[config.mk]
export PLATFORM = sky130hd
export DESIGN_NAME = mtap_top
export DESIGN_NICKNAME = d
export VERILOG_FILES = /design/src/common/mtap_pkg.sv /design/src/common/mtap_policy_if.sv /design/src/mtap/mtap_dr.sv /design/src/mtap/mtap_fsm.sv /design/src/mtap/mtap_ir.sv /design/src/source/mtap_dfxsecure.sv /design/src/source/mtap_top.sv
export SDC_FILE = /design/constraint.sdc
export NUM_CORES = 1
export LEC_CHECK = 0
export ABC_AREA = 0
export CORE_MARGIN = 1.5
export CORE_UTILIZATION = 45
export CTS_CLUSTER_SIZE = 28
export DETAILED_ROUTE_END_ITERATION = 12
export DONT_BUFFER_PORTS = 1
export SYNTH_ARGS = -nofsm -noshare
export SYNTH_HDL_FRONTEND = slang
export SYNTH_SLANG_ARGS = --single-unit
[constraint.sdc]
create_clock -name ftap_tck -period 5.1 [get_ports ftap_tck]
set_input_delay 1.02 -clock ftap_tck [delete_from_list [all_inputs] [get_ports ftap_tck]]
set_output_delay 1.02 -clock ftap_tck [all_outputs]
set_load 0.01 [all_outputs]
[src/common/mtap_pkg.sv]
// ****************************************
// mTAP shared definitions
// Widths, opcodes, IDCODE and state encodings
// ****************************************
`default_nettype none

package mtap_pkg;

   // Vector widths
   localparam int SECURE_WIDTH = 4;
   localparam int NUM_FEATURES = 3;
   localparam int IR_WIDTH     = 4;
   localparam int CTRL_WIDTH   = 8;
   localparam int DR_WIDTH     = 32;

   typedef logic [SECURE_WIDTH-1:0] secure_t;
   typedef logic [NUM_FEATURES-1:0] feature_t;
   typedef logic [IR_WIDTH-1:0]     ir_t;
   typedef logic [CTRL_WIDTH-1:0]   ctrl_t;
   typedef logic [DR_WIDTH-1:0]     dr_t;

   // Opcodes, anything not listed selects bypass
   localparam ir_t OP_IDCODE     = 4'h1;
   localparam ir_t OP_DEBUG_CTRL = 4'h8;
   localparam ir_t OP_SCAN_CFG   = 4'h9;
   localparam ir_t OP_BYPASS     = 4'hF;

   // Fixed IR capture pattern, low bits 01 per 1149.1
   localparam ir_t IR_CAPTURE = 4'b0001;

   // Device identification, bit 0 must be set
   localparam dr_t IDCODE_VALUE = 32'h0C8A_5013;

   // Feature slots in the enable vector
   localparam int FEATURE_DEBUG = 0;
   localparam int FEATURE_SCAN  = 2;

   // Strap code that unlocks the debug feature
   localparam logic [1:0] DEBUG_STRAP_CODE = 2'b01;

   // IEEE 1149.1 state encoding
   typedef enum logic [3:0] {
      exit2_dr         = 4'h0,
      exit1_dr         = 4'h1,
      shift_dr         = 4'h2,
      pause_dr         = 4'h3,
      select_ir_scan   = 4'h4,
      update_dr        = 4'h5,
      capture_dr       = 4'h6,
      select_dr_scan   = 4'h7,
      exit2_ir         = 4'h8,
      exit1_ir         = 4'h9,
      shift_ir         = 4'hA,
      pause_ir         = 4'hB,
      run_test_idle    = 4'hC,
      update_ir        = 4'hD,
      capture_ir       = 4'hE,
      test_logic_reset = 4'hF
   } tap_state_t;

   // Decoded instruction after security gating
   typedef enum logic [1:0] {
      instr_bypass,
      instr_idcode,
      instr_debug_ctrl,
      instr_scan_cfg
   } instr_t;

endpackage

`default_nettype wire

[src/common/mtap_policy_if.sv]
// ****************************************
// mTAP policy bundle
// Decoded DFx security levels and enables
// ****************************************
`timescale 1ns/1ns
`default_nettype none

interface mtap_policy_if;

   // Policy extremes
   logic                 all_en;
   logic                 all_dis;

   // Per-feature enables after override
   mtap_pkg::feature_t   feature_en;

   // Visibility disables for observation logic
   logic                 vodfv_all_dis;
   logic                 vodfv_customer_dis;

   // Policy decoder side
   modport decoder (output all_en, all_dis, feature_en, vodfv_all_dis, vodfv_customer_dis);

   // Instruction gating side
   modport consumer (input feature_en);

endinterface

`default_nettype wire

[src/mtap/mtap_dr.sv]
// ****************************************
// mTAP data registers
// Bypass, IDCODE, control registers and TDO
// ****************************************
`timescale 1ns/1ns
`default_nettype none

module mtap_dr
   (
   input  logic                   ftap_tck,
   input  logic                   reset,
   input  logic                   ftap_tdi,
   input  mtap_pkg::tap_state_t   state,
   input  mtap_pkg::instr_t       instr,
   input  logic                   ir_tdo,
   output mtap_pkg::ctrl_t        debug_ctrl,
   output mtap_pkg::ctrl_t        scan_cfg,
   output logic                   tdo
   );

   mtap_pkg::dr_t   dr_shift;
   mtap_pkg::dr_t   dr_next;
   logic            bypass_bit;

   // ****************************************
   // Shared shift stage
   // ****************************************
   // Insert point sets the chain length per instruction
   always_comb
   begin
      dr_next = dr_shift >> 1;
      case (instr)
         mtap_pkg::instr_idcode:
            dr_next[mtap_pkg::DR_WIDTH-1] = ftap_tdi;
         mtap_pkg::instr_debug_ctrl,
         mtap_pkg::instr_scan_cfg:
            dr_next[mtap_pkg::CTRL_WIDTH-1] = ftap_tdi;
         default:
            dr_next = dr_shift;
      endcase
   end

   always_ff @(posedge ftap_tck)
   begin
      if (state == mtap_pkg::capture_dr)
      begin
         case (instr)
            mtap_pkg::instr_idcode:     dr_shift <= mtap_pkg::IDCODE_VALUE;
            mtap_pkg::instr_debug_ctrl: dr_shift <= mtap_pkg::dr_t'(debug_ctrl);
            mtap_pkg::instr_scan_cfg:   dr_shift <= mtap_pkg::dr_t'(scan_cfg);
            default:                    dr_shift <= '0;
         endcase
      end
      else if (state == mtap_pkg::shift_dr)
         dr_shift <= dr_next;
   end

   // Single-bit bypass path, captures 0
   always_ff @(posedge ftap_tck)
   begin
      if (state == mtap_pkg::capture_dr)
         bypass_bit <= 1'b0;
      else if (state == mtap_pkg::shift_dr)
         bypass_bit <= ftap_tdi;
   end

   // ****************************************
   // Control registers
   // ****************************************
   // Only the reset pin clears these, TMS reset keeps them
   always_ff @(posedge ftap_tck)
   begin
      if (reset)
      begin
         debug_ctrl <= '0;
         scan_cfg   <= '0;
      end
      else if (state == mtap_pkg::update_dr)
      begin
         if (instr == mtap_pkg::instr_debug_ctrl)
            debug_ctrl <= dr_shift[mtap_pkg::CTRL_WIDTH-1:0];
         if (instr == mtap_pkg::instr_scan_cfg)
            scan_cfg <= dr_shift[mtap_pkg::CTRL_WIDTH-1:0];
      end
   end

   // TDO mux, low outside the shift states
   always_comb
   begin
      case (state)
         mtap_pkg::shift_ir: tdo = ir_tdo;
         mtap_pkg::shift_dr: tdo = (instr == mtap_pkg::instr_bypass) ? bypass_bit : dr_shift[0];
         default:            tdo = 1'b0;
      endcase
   end

endmodule

`default_nettype wire

[src/mtap/mtap_fsm.sv]
// ****************************************
// mTAP TAP controller
// Sixteen-state 1149.1 FSM driven by TMS
// ****************************************
`timescale 1ns/1ns
`default_nettype none

module mtap_fsm
   (
   input  logic                   ftap_tck,
   input  logic                   reset,
   input  logic                   ftap_tms,
   output mtap_pkg::tap_state_t   state
   );

   mtap_pkg::tap_state_t next_state;

   // ****************************************
   // Next state
   // ****************************************
   always_comb
   begin
      next_state = state;
      case (state)
         mtap_pkg::test_logic_reset:
            next_state = ftap_tms ? mtap_pkg::test_logic_reset : mtap_pkg::run_test_idle;
         mtap_pkg::run_test_idle:
            next_state = ftap_tms ? mtap_pkg::select_dr_scan : mtap_pkg::run_test_idle;
         // DR column
         mtap_pkg::select_dr_scan:
            next_state = ftap_tms ? mtap_pkg::select_ir_scan : mtap_pkg::capture_dr;
         mtap_pkg::capture_dr:
            next_state = ftap_tms ? mtap_pkg::exit1_dr : mtap_pkg::shift_dr;
         mtap_pkg::shift_dr:
            next_state = ftap_tms ? mtap_pkg::exit1_dr : mtap_pkg::shift_dr;
         mtap_pkg::exit1_dr:
            next_state = ftap_tms ? mtap_pkg::update_dr : mtap_pkg::pause_dr;
         mtap_pkg::pause_dr:
            next_state = ftap_tms ? mtap_pkg::exit2_dr : mtap_pkg::pause_dr;
         mtap_pkg::exit2_dr:
            next_state = ftap_tms ? mtap_pkg::update_dr : mtap_pkg::shift_dr;
         mtap_pkg::update_dr:
            next_state = ftap_tms ? mtap_pkg::select_dr_scan : mtap_pkg::run_test_idle;
         // IR column, mirrors the DR side
         mtap_pkg::select_ir_scan:
            next_state = ftap_tms ? mtap_pkg::test_logic_reset : mtap_pkg::capture_ir;
         mtap_pkg::capture_ir:
            next_state = ftap_tms ? mtap_pkg::exit1_ir : mtap_pkg::shift_ir;
         mtap_pkg::shift_ir:
            next_state = ftap_tms ? mtap_pkg::exit1_ir : mtap_pkg::shift_ir;
         mtap_pkg::exit1_ir:
            next_state = ftap_tms ? mtap_pkg::update_ir : mtap_pkg::pause_ir;
         mtap_pkg::pause_ir:
            next_state = ftap_tms ? mtap_pkg::exit2_ir : mtap_pkg::pause_ir;
         mtap_pkg::exit2_ir:
            next_state = ftap_tms ? mtap_pkg::update_ir : mtap_pkg::shift_ir;
         mtap_pkg::update_ir:
            next_state = ftap_tms ? mtap_pkg::select_dr_scan : mtap_pkg::run_test_idle;
         default:
            next_state = mtap_pkg::test_logic_reset;
      endcase
   end

   // State register, five TMS-high edges also land in reset
   always_ff @(posedge ftap_tck)
   begin
      if (reset)
         state <= mtap_pkg::test_logic_reset;
      else
         state <= next_state;
   end

   // Every 4-bit code is a state, so only an unknown value is illegal
   assert property (@(posedge ftap_tck) disable iff (reset) !$isunknown(state));

endmodule

`default_nettype wire

[src/mtap/mtap_ir.sv]
// ****************************************
// mTAP instruction register
// IR shift, update and secure decode
// ****************************************
`timescale 1ns/1ns
`default_nettype none

module mtap_ir
   (
   input  logic                   ftap_tck,
   input  logic                   reset,
   input  logic                   ftap_tdi,
   input  mtap_pkg::tap_state_t   state,
   mtap_policy_if.consumer        policy,
   output mtap_pkg::instr_t       instr,
   output logic                   ir_tdo
   );

   mtap_pkg::ir_t      ir_shift;
   mtap_pkg::instr_t   decoded;

   // ****************************************
   // Shift stage
   // ****************************************
   // New bit enters at the top, LSB leaves first
   always_ff @(posedge ftap_tck)
   begin
      if (state == mtap_pkg::capture_ir)
         ir_shift <= mtap_pkg::IR_CAPTURE;
      else if (state == mtap_pkg::shift_ir)
         ir_shift <= {ftap_tdi, ir_shift[mtap_pkg::IR_WIDTH-1:1]};
   end

   assign ir_tdo = ir_shift[0];

   // ****************************************
   // Decode with security gating
   // ****************************************
   // Restricted opcodes fall back to bypass when their feature is off
   always_comb
   begin
      case (ir_shift)
         mtap_pkg::OP_IDCODE:     decoded = mtap_pkg::instr_idcode;
         mtap_pkg::OP_DEBUG_CTRL: decoded = policy.feature_en[mtap_pkg::FEATURE_DEBUG] ?
                                            mtap_pkg::instr_debug_ctrl : mtap_pkg::instr_bypass;
         mtap_pkg::OP_SCAN_CFG:   decoded = policy.feature_en[mtap_pkg::FEATURE_SCAN] ?
                                            mtap_pkg::instr_scan_cfg : mtap_pkg::instr_bypass;
         mtap_pkg::OP_BYPASS:     decoded = mtap_pkg::instr_bypass;
         default:                 decoded = mtap_pkg::instr_bypass;
      endcase
   end

   // Update stage holds its decode until the next update_ir
   always_ff @(posedge ftap_tck)
   begin
      if (reset)
         instr <= mtap_pkg::instr_idcode;
      else if (state == mtap_pkg::test_logic_reset)
         instr <= mtap_pkg::instr_idcode;
      else if (state == mtap_pkg::update_ir)
         instr <= decoded;
   end

   // Debug control must not unlock while feature 0 is off at update time
   assert property (@(posedge ftap_tck) disable iff (reset)
      (state == mtap_pkg::update_ir && !policy.feature_en[mtap_pkg::FEATURE_DEBUG])
      |=> (instr != mtap_pkg::instr_debug_ctrl));

endmodule

`default_nettype wire

[src/source/mtap_dfxsecure.sv]
// ****************************************
// mTAP DFx security policy decoder
// Policy and straps to feature enables
// ****************************************
`timescale 1ns/1ns
`default_nettype none

module mtap_dfxsecure
   (
   input  mtap_pkg::secure_t                              ftap_dfxsecure,
   input  mtap_pkg::secure_t [mtap_pkg::NUM_FEATURES-1:0] dfxsecurestrap_feature,
   output mtap_pkg::secure_t                              atap_dfxsecure,
   mtap_policy_if.decoder                                 policy
   );

   logic                 all_en;
   logic                 all_dis;
   mtap_pkg::feature_t   feature_raw;
   mtap_pkg::feature_t   feature_en;

   // Policy passes straight through
   assign atap_dfxsecure = ftap_dfxsecure;

   // ****************************************
   // Policy extremes
   // ****************************************
   assign all_en  = (ftap_dfxsecure == '1);
   assign all_dis = (ftap_dfxsecure == '0);

   // Debug feature needs the low policy bits to match a 01 strap
   assign feature_raw[mtap_pkg::FEATURE_DEBUG] =
      (ftap_dfxsecure[1:0] == dfxsecurestrap_feature[mtap_pkg::FEATURE_DEBUG][1:0]) &&
      (dfxsecurestrap_feature[mtap_pkg::FEATURE_DEBUG][1:0] == mtap_pkg::DEBUG_STRAP_CODE);

   // Reserved slot
   assign feature_raw[1] = 1'b0;

   // Scan feature opens on any shared set bit
   assign feature_raw[mtap_pkg::FEATURE_SCAN] =
      |(ftap_dfxsecure & dfxsecurestrap_feature[mtap_pkg::FEATURE_SCAN]);

   // All-enable forces on, all-disable suppresses
   always_comb
   begin
      feature_en = '0;
      feature_en[mtap_pkg::FEATURE_DEBUG] =
         (feature_raw[mtap_pkg::FEATURE_DEBUG] && !all_dis) || all_en;
      feature_en[mtap_pkg::FEATURE_SCAN] =
         (feature_raw[mtap_pkg::FEATURE_SCAN] && !all_dis) || all_en;
   end

   // ****************************************
   // Outputs to the bundle
   // ****************************************
   assign policy.all_en     = all_en;
   assign policy.all_dis    = all_dis;
   assign policy.feature_en = feature_en;

   // Visibility disables keyed off the debug feature
   assign policy.vodfv_customer_dis = all_dis || !all_en || !feature_en[mtap_pkg::FEATURE_DEBUG];
   assign policy.vodfv_all_dis      = all_dis || (!all_en && !feature_en[mtap_pkg::FEATURE_DEBUG]);

   // Full enable and full disable are exclusive
   always_comb
   begin
      assert (!(all_en && all_dis));
   end

endmodule

`default_nettype wire

[src/source/mtap_top.sv]
// ****************************************
// mTAP top level
// TAP controller, registers and policy
// ****************************************
`timescale 1ns/1ns
`default_nettype none

module mtap_top
   (
   input  logic                                           ftap_tck,
   input  logic                                           reset,
   input  logic                                           ftap_tms,
   input  logic                                           ftap_tdi,
   input  mtap_pkg::secure_t                              ftap_dfxsecure,
   input  mtap_pkg::secure_t [mtap_pkg::NUM_FEATURES-1:0] dfxsecurestrap_feature,
   output logic                                           atap_tdo,
   output mtap_pkg::secure_t                              atap_dfxsecure,
   output mtap_pkg::ctrl_t                                debug_ctrl,
   output mtap_pkg::ctrl_t                                scan_cfg,
   output logic                                           vodfv_all_dis,
   output logic                                           vodfv_customer_dis
   );

   mtap_pkg::tap_state_t   state;
   mtap_pkg::instr_t       instr;
   logic                   ir_tdo;

   // Decoded policy shared by decoder and IR
   mtap_policy_if policy ();

   // ****************************************
   // Controller and registers
   // ****************************************
   mtap_fsm i_fsm (
      .ftap_tck (ftap_tck),
      .reset    (reset),
      .ftap_tms (ftap_tms),
      .state    (state)
   );

   mtap_ir i_ir (
      .ftap_tck (ftap_tck),
      .reset    (reset),
      .ftap_tdi (ftap_tdi),
      .state    (state),
      .policy   (policy),
      .instr    (instr),
      .ir_tdo   (ir_tdo)
   );

   mtap_dr i_dr (
      .ftap_tck   (ftap_tck),
      .reset      (reset),
      .ftap_tdi   (ftap_tdi),
      .state      (state),
      .instr      (instr),
      .ir_tdo     (ir_tdo),
      .debug_ctrl (debug_ctrl),
      .scan_cfg   (scan_cfg),
      .tdo        (atap_tdo)
   );

   // Security policy
   mtap_dfxsecure i_dfxsecure (
      .ftap_dfxsecure         (ftap_dfxsecure),
      .dfxsecurestrap_feature (dfxsecurestrap_feature),
      .atap_dfxsecure         (atap_dfxsecure),
      .policy                 (policy)
   );

   assign vodfv_all_dis      = policy.vodfv_all_dis;
   assign vodfv_customer_dis = policy.vodfv_customer_dis;

endmodule

`default_nettype wire

==> flow_metrics.tcl <==
set metrics [dict create \
    status "complete, no violations" \
    crit_arrival_ns 2.00 \
    hp-class "reg -> reg" \
    h-tree-depth 3 \
    first_pass_iters 4 \
    muxShareOfSynthArea 0.0301 \
    track_usage 0.180 \
    synth_compound_area_frac 0.145 \
    min_period_ns 3.02 \
    fin_worst_skew_ns 0.0102 \
    area_delta_synth_final_pct 7.79 \
    final_max_slew_viol_count 0 \
    synth_xor_area_frac 0 \
    place_area_um2 2720 \
    crit_type "reg -> out" \
    yosysUniqueCellTypes 41 \
    worstMarginPinSlew_ns 0.855 \
    cp-end-kind "output port" \
    ys_warn_count 0 \
    post-route-period-util 0.592 \
    grt_pass1_vias 1723 \
    met1_usage 0.263 \
    max_freq_mhz 331 \
    synth_top_area_frac 0.350 \
    drtIter0Drc 249 \
    path_clk_slew_ns 0.06 \
    die_x_um 81.1 \
    antenna_found_initial 0 \
    gp_congestion 0.748 \
    ios 43 \
    start_kind "flip-flop" \
    synth_cells 261 \
    grt_max_degree 42 \
    vdd_ir_drop_max_uv 286 \
    hpwlAfterDp_um 3050 \
    synth_area_per_cell_um2 10.5 \
    min_from "i_ir.ir_shift[2]$_SDFFE_PP0N_" \
    cts.path.max_buffers 2 \
    p_leak_nw 1.05 \
    synthArstFlopShare 0 \
    wl_per_cell_um 16.0 \
    core_um2 5920 \
    design_area_um2 2960 \
    row_count 28 \
    cts_resized 0 \
    vias 1871 \
    use_met3 0.0798 \
    numCtsBuffers 9 \
    hold_path_end "i_ir.ir_shift[2]$_SDFFE_PP0N_" \
    rsz0062_at_grt "false" \
    fin_nets 267 \
    synthSimpleGateAreaFrac 0.219 \
    synth_ff_type "edfxtp_1" \
    io_buffers 0 \
    cap_violations 0 \
    clock-sinks 59 \
    drive_above_1_share 0.111 \
    syn-cell-area_um2 2750 \
    synth_edf_count 32 \
    synth_top_family_by_area "simple AND/OR/NAND/NOR gates" \
    whs_path_depth 2 \
    ctsHoldBuffers 0 \
    start_util 0.464 \
    synth_area_leaders "edfxtp_1, dfxtp_1, o31ai_1, nand4_1, nand2_1" \
    critPathRequiredTime_ns 4.08 \
    reg2reg_slack_ns 2.83 \
    drt_wl_total_um 5240 \
    antennaDiodeCount 0 \
    insertion_delay_ns 0.34 \
    busiest_layer "met1" \
    gr-usage-met2 0.234 \
    fin_total_pwr_mw 1.14 \
    cts_root_buf "clkbuf_8" \
    r2r_end "i_dr.scan_cfg[0]$_SDFFE_PP0P_" \
    syn-num-nets 281 \
    power_density_nw_per_um2 384 \
    r2r_cells 3 \
    ant_nets 0 \
    grt_pass1_wl_um 8850 \
    post_cts_buffers 0 \
    nFillCells 518 \
    cts_tree "done" \
    drc 0 \
    r2r_start "i_fsm.state[2]$_SDFF_PP1_" \
    die-area_um2 6580 \
    setup_viol_count_final 0 \
    chipHeight_um 81.1 \
    seq_area_frac_synth 0.547 \
    ys_ff_latch 59 \
    hold_ws_ns 0.475 \
    grt_overflow 0 \
    finalCoreUtilization 0.500 \
    finalSetupTns_ns 0 \
    hold_violations 0 \
    yosys.area_share.adder 0 \
    worstPathMaxFanout 14 \
    viasPerCell 5.72 \
    worst_slew_margin_rel 0.415 \
    synth_top_area_cell "edfxtp_1" \
]
==> stage by stage <==
| step | instances | setup slack [ns] |
|---|---|---|
| final | 327 | 2.08 |
| after global routing | 327 | 1.91 |
| after CTS | 327 | 2.05 |
| after detailed placement | 311 | 2.42 |
| after global placement | 311 | 2.43 |
| after floorplan | 261 | 1.54 |
==> cells in the final DEF, fill, tap and decap left out, types with 2 or more instances in the layout <==
master,instances
edfxtp_1,32
nand2_1,28
buf_4,3
o21ai_0,10
nand3b_1,2
mux2i_1,6
and4_1,2
nand4_1,17
dfxtp_1,27
nor3_1,3
nor2_1,5
a21oi_1,19
nand3_1,2
o31ai_1,21
bufinv_16,2
nor2b_1,3
a22oi_1,5
a211o_1,2
inv_1,5
and2_1,16
clkbuf_8,12
mux2_2,2
nand2b_1,9
==> layout make-up <==
class | count | area [um^2] | share of cell area
timing repair buffer | 3 | 22.5 | 0.00761
clock inverter | 3 | 68.8 | 0.0232
clock buffer | 13 | 169 | 0.0571
multi-input combinational | 169 | 1090 | 0.367
sequential | 59 | 1500 | 0.507
tap | 75 | 93.8 | 0.0317
inverter | 5 | 18.8 | 0.00634
==> cells in the mapped netlist, types with 2 or more instances <==
cell      instances
nor2_1            5
inv_1             5
a211o_1           2
nand2_1          28
buf_4             6
and4_1            2
a21oi_1          19
nand4_1          17
nor3_1            4
and2_1           16
mux2_2            2
a22oi_1           5
buf_2             7
o31ai_1          21
nand2b_1          9
clkbuf_1         13
nor2b_1           3
dfxtp_1          27
mux2i_1           6
nand3_1           2
o21ai_0          10
nand3b_1          2
edfxtp_1         32
==> worst max-delay path, cell delays in order (launching register included) <==
cell and delay [ns]:
dfxtp_1 0.63, nand2b_1 0.25, a2111oi_0 0.79
==> worst max-delay path by stage <==
stage	startpoint	endpoint	slack (ns)	cells past startpoint
after floorplan	i_ir.instr[0]$_SDFFE_PP1N_	i_dr.dr_shift[0]$_DFFE_PP_	1.54	4
after global placement	i_fsm.state[1]$_SDFF_PP1_	atap_tdo	2.43	2
after detailed placement	i_fsm.state[1]$_SDFF_PP1_	atap_tdo	2.42	2
after CTS	i_fsm.state[1]$_SDFF_PP1_	atap_tdo	2.05	2
after global routing	i_fsm.state[1]$_SDFF_PP1_	atap_tdo	1.91	2
final	i_fsm.state[1]$_SDFF_PP1_	atap_tdo	2.08	2
==> registers in the layout (all words and copies together) (netlist names) <==
| signal | flops |
|---|---|
| i_ir.instr | 2 |
| i_ir.ir_shift | 4 |
| i_dr.debug_ctrl | 8 |
| i_fsm.state | 4 |
| i_dr.bypass_bit | 1 |
| i_dr.scan_cfg | 8 |
| i_dr.dr_shift | 32 |
==> cell families after synthesis <==
| group | after synthesis |
|---|---|
| AND/OR/NAND/NOR | 100 |
| AO/OA/AOI/OAI | 61 |
| flip-flops | 59 |
| buffers and inverters | 33 |
| multiplexers | 8 |
==> power by group <==
| part | internal (mW) | leakage [nW] | switching, mW | total (mW) |
|---|---|---|---|---|
| logic | 0.0380 | 0.421 | 0.0510 | 0.0890 |
| clock network | 0.316 | 0.120 | 0.182 | 0.499 |
| registers | 0.523 | 0.509 | 0.0263 | 0.550 |
| total | 0.878 | 1.05 | 0.260 | 1.14 |
==> per-layer routing <==
layer / up-vias / part of all wire
met5: - / 0
met4: 0 / 0.0084
met3: 4 / 0.051
met2: 44 / 0.45
met1: 890 / 0.49
li1: 933 / -
(Power assumes the default switching activity.)
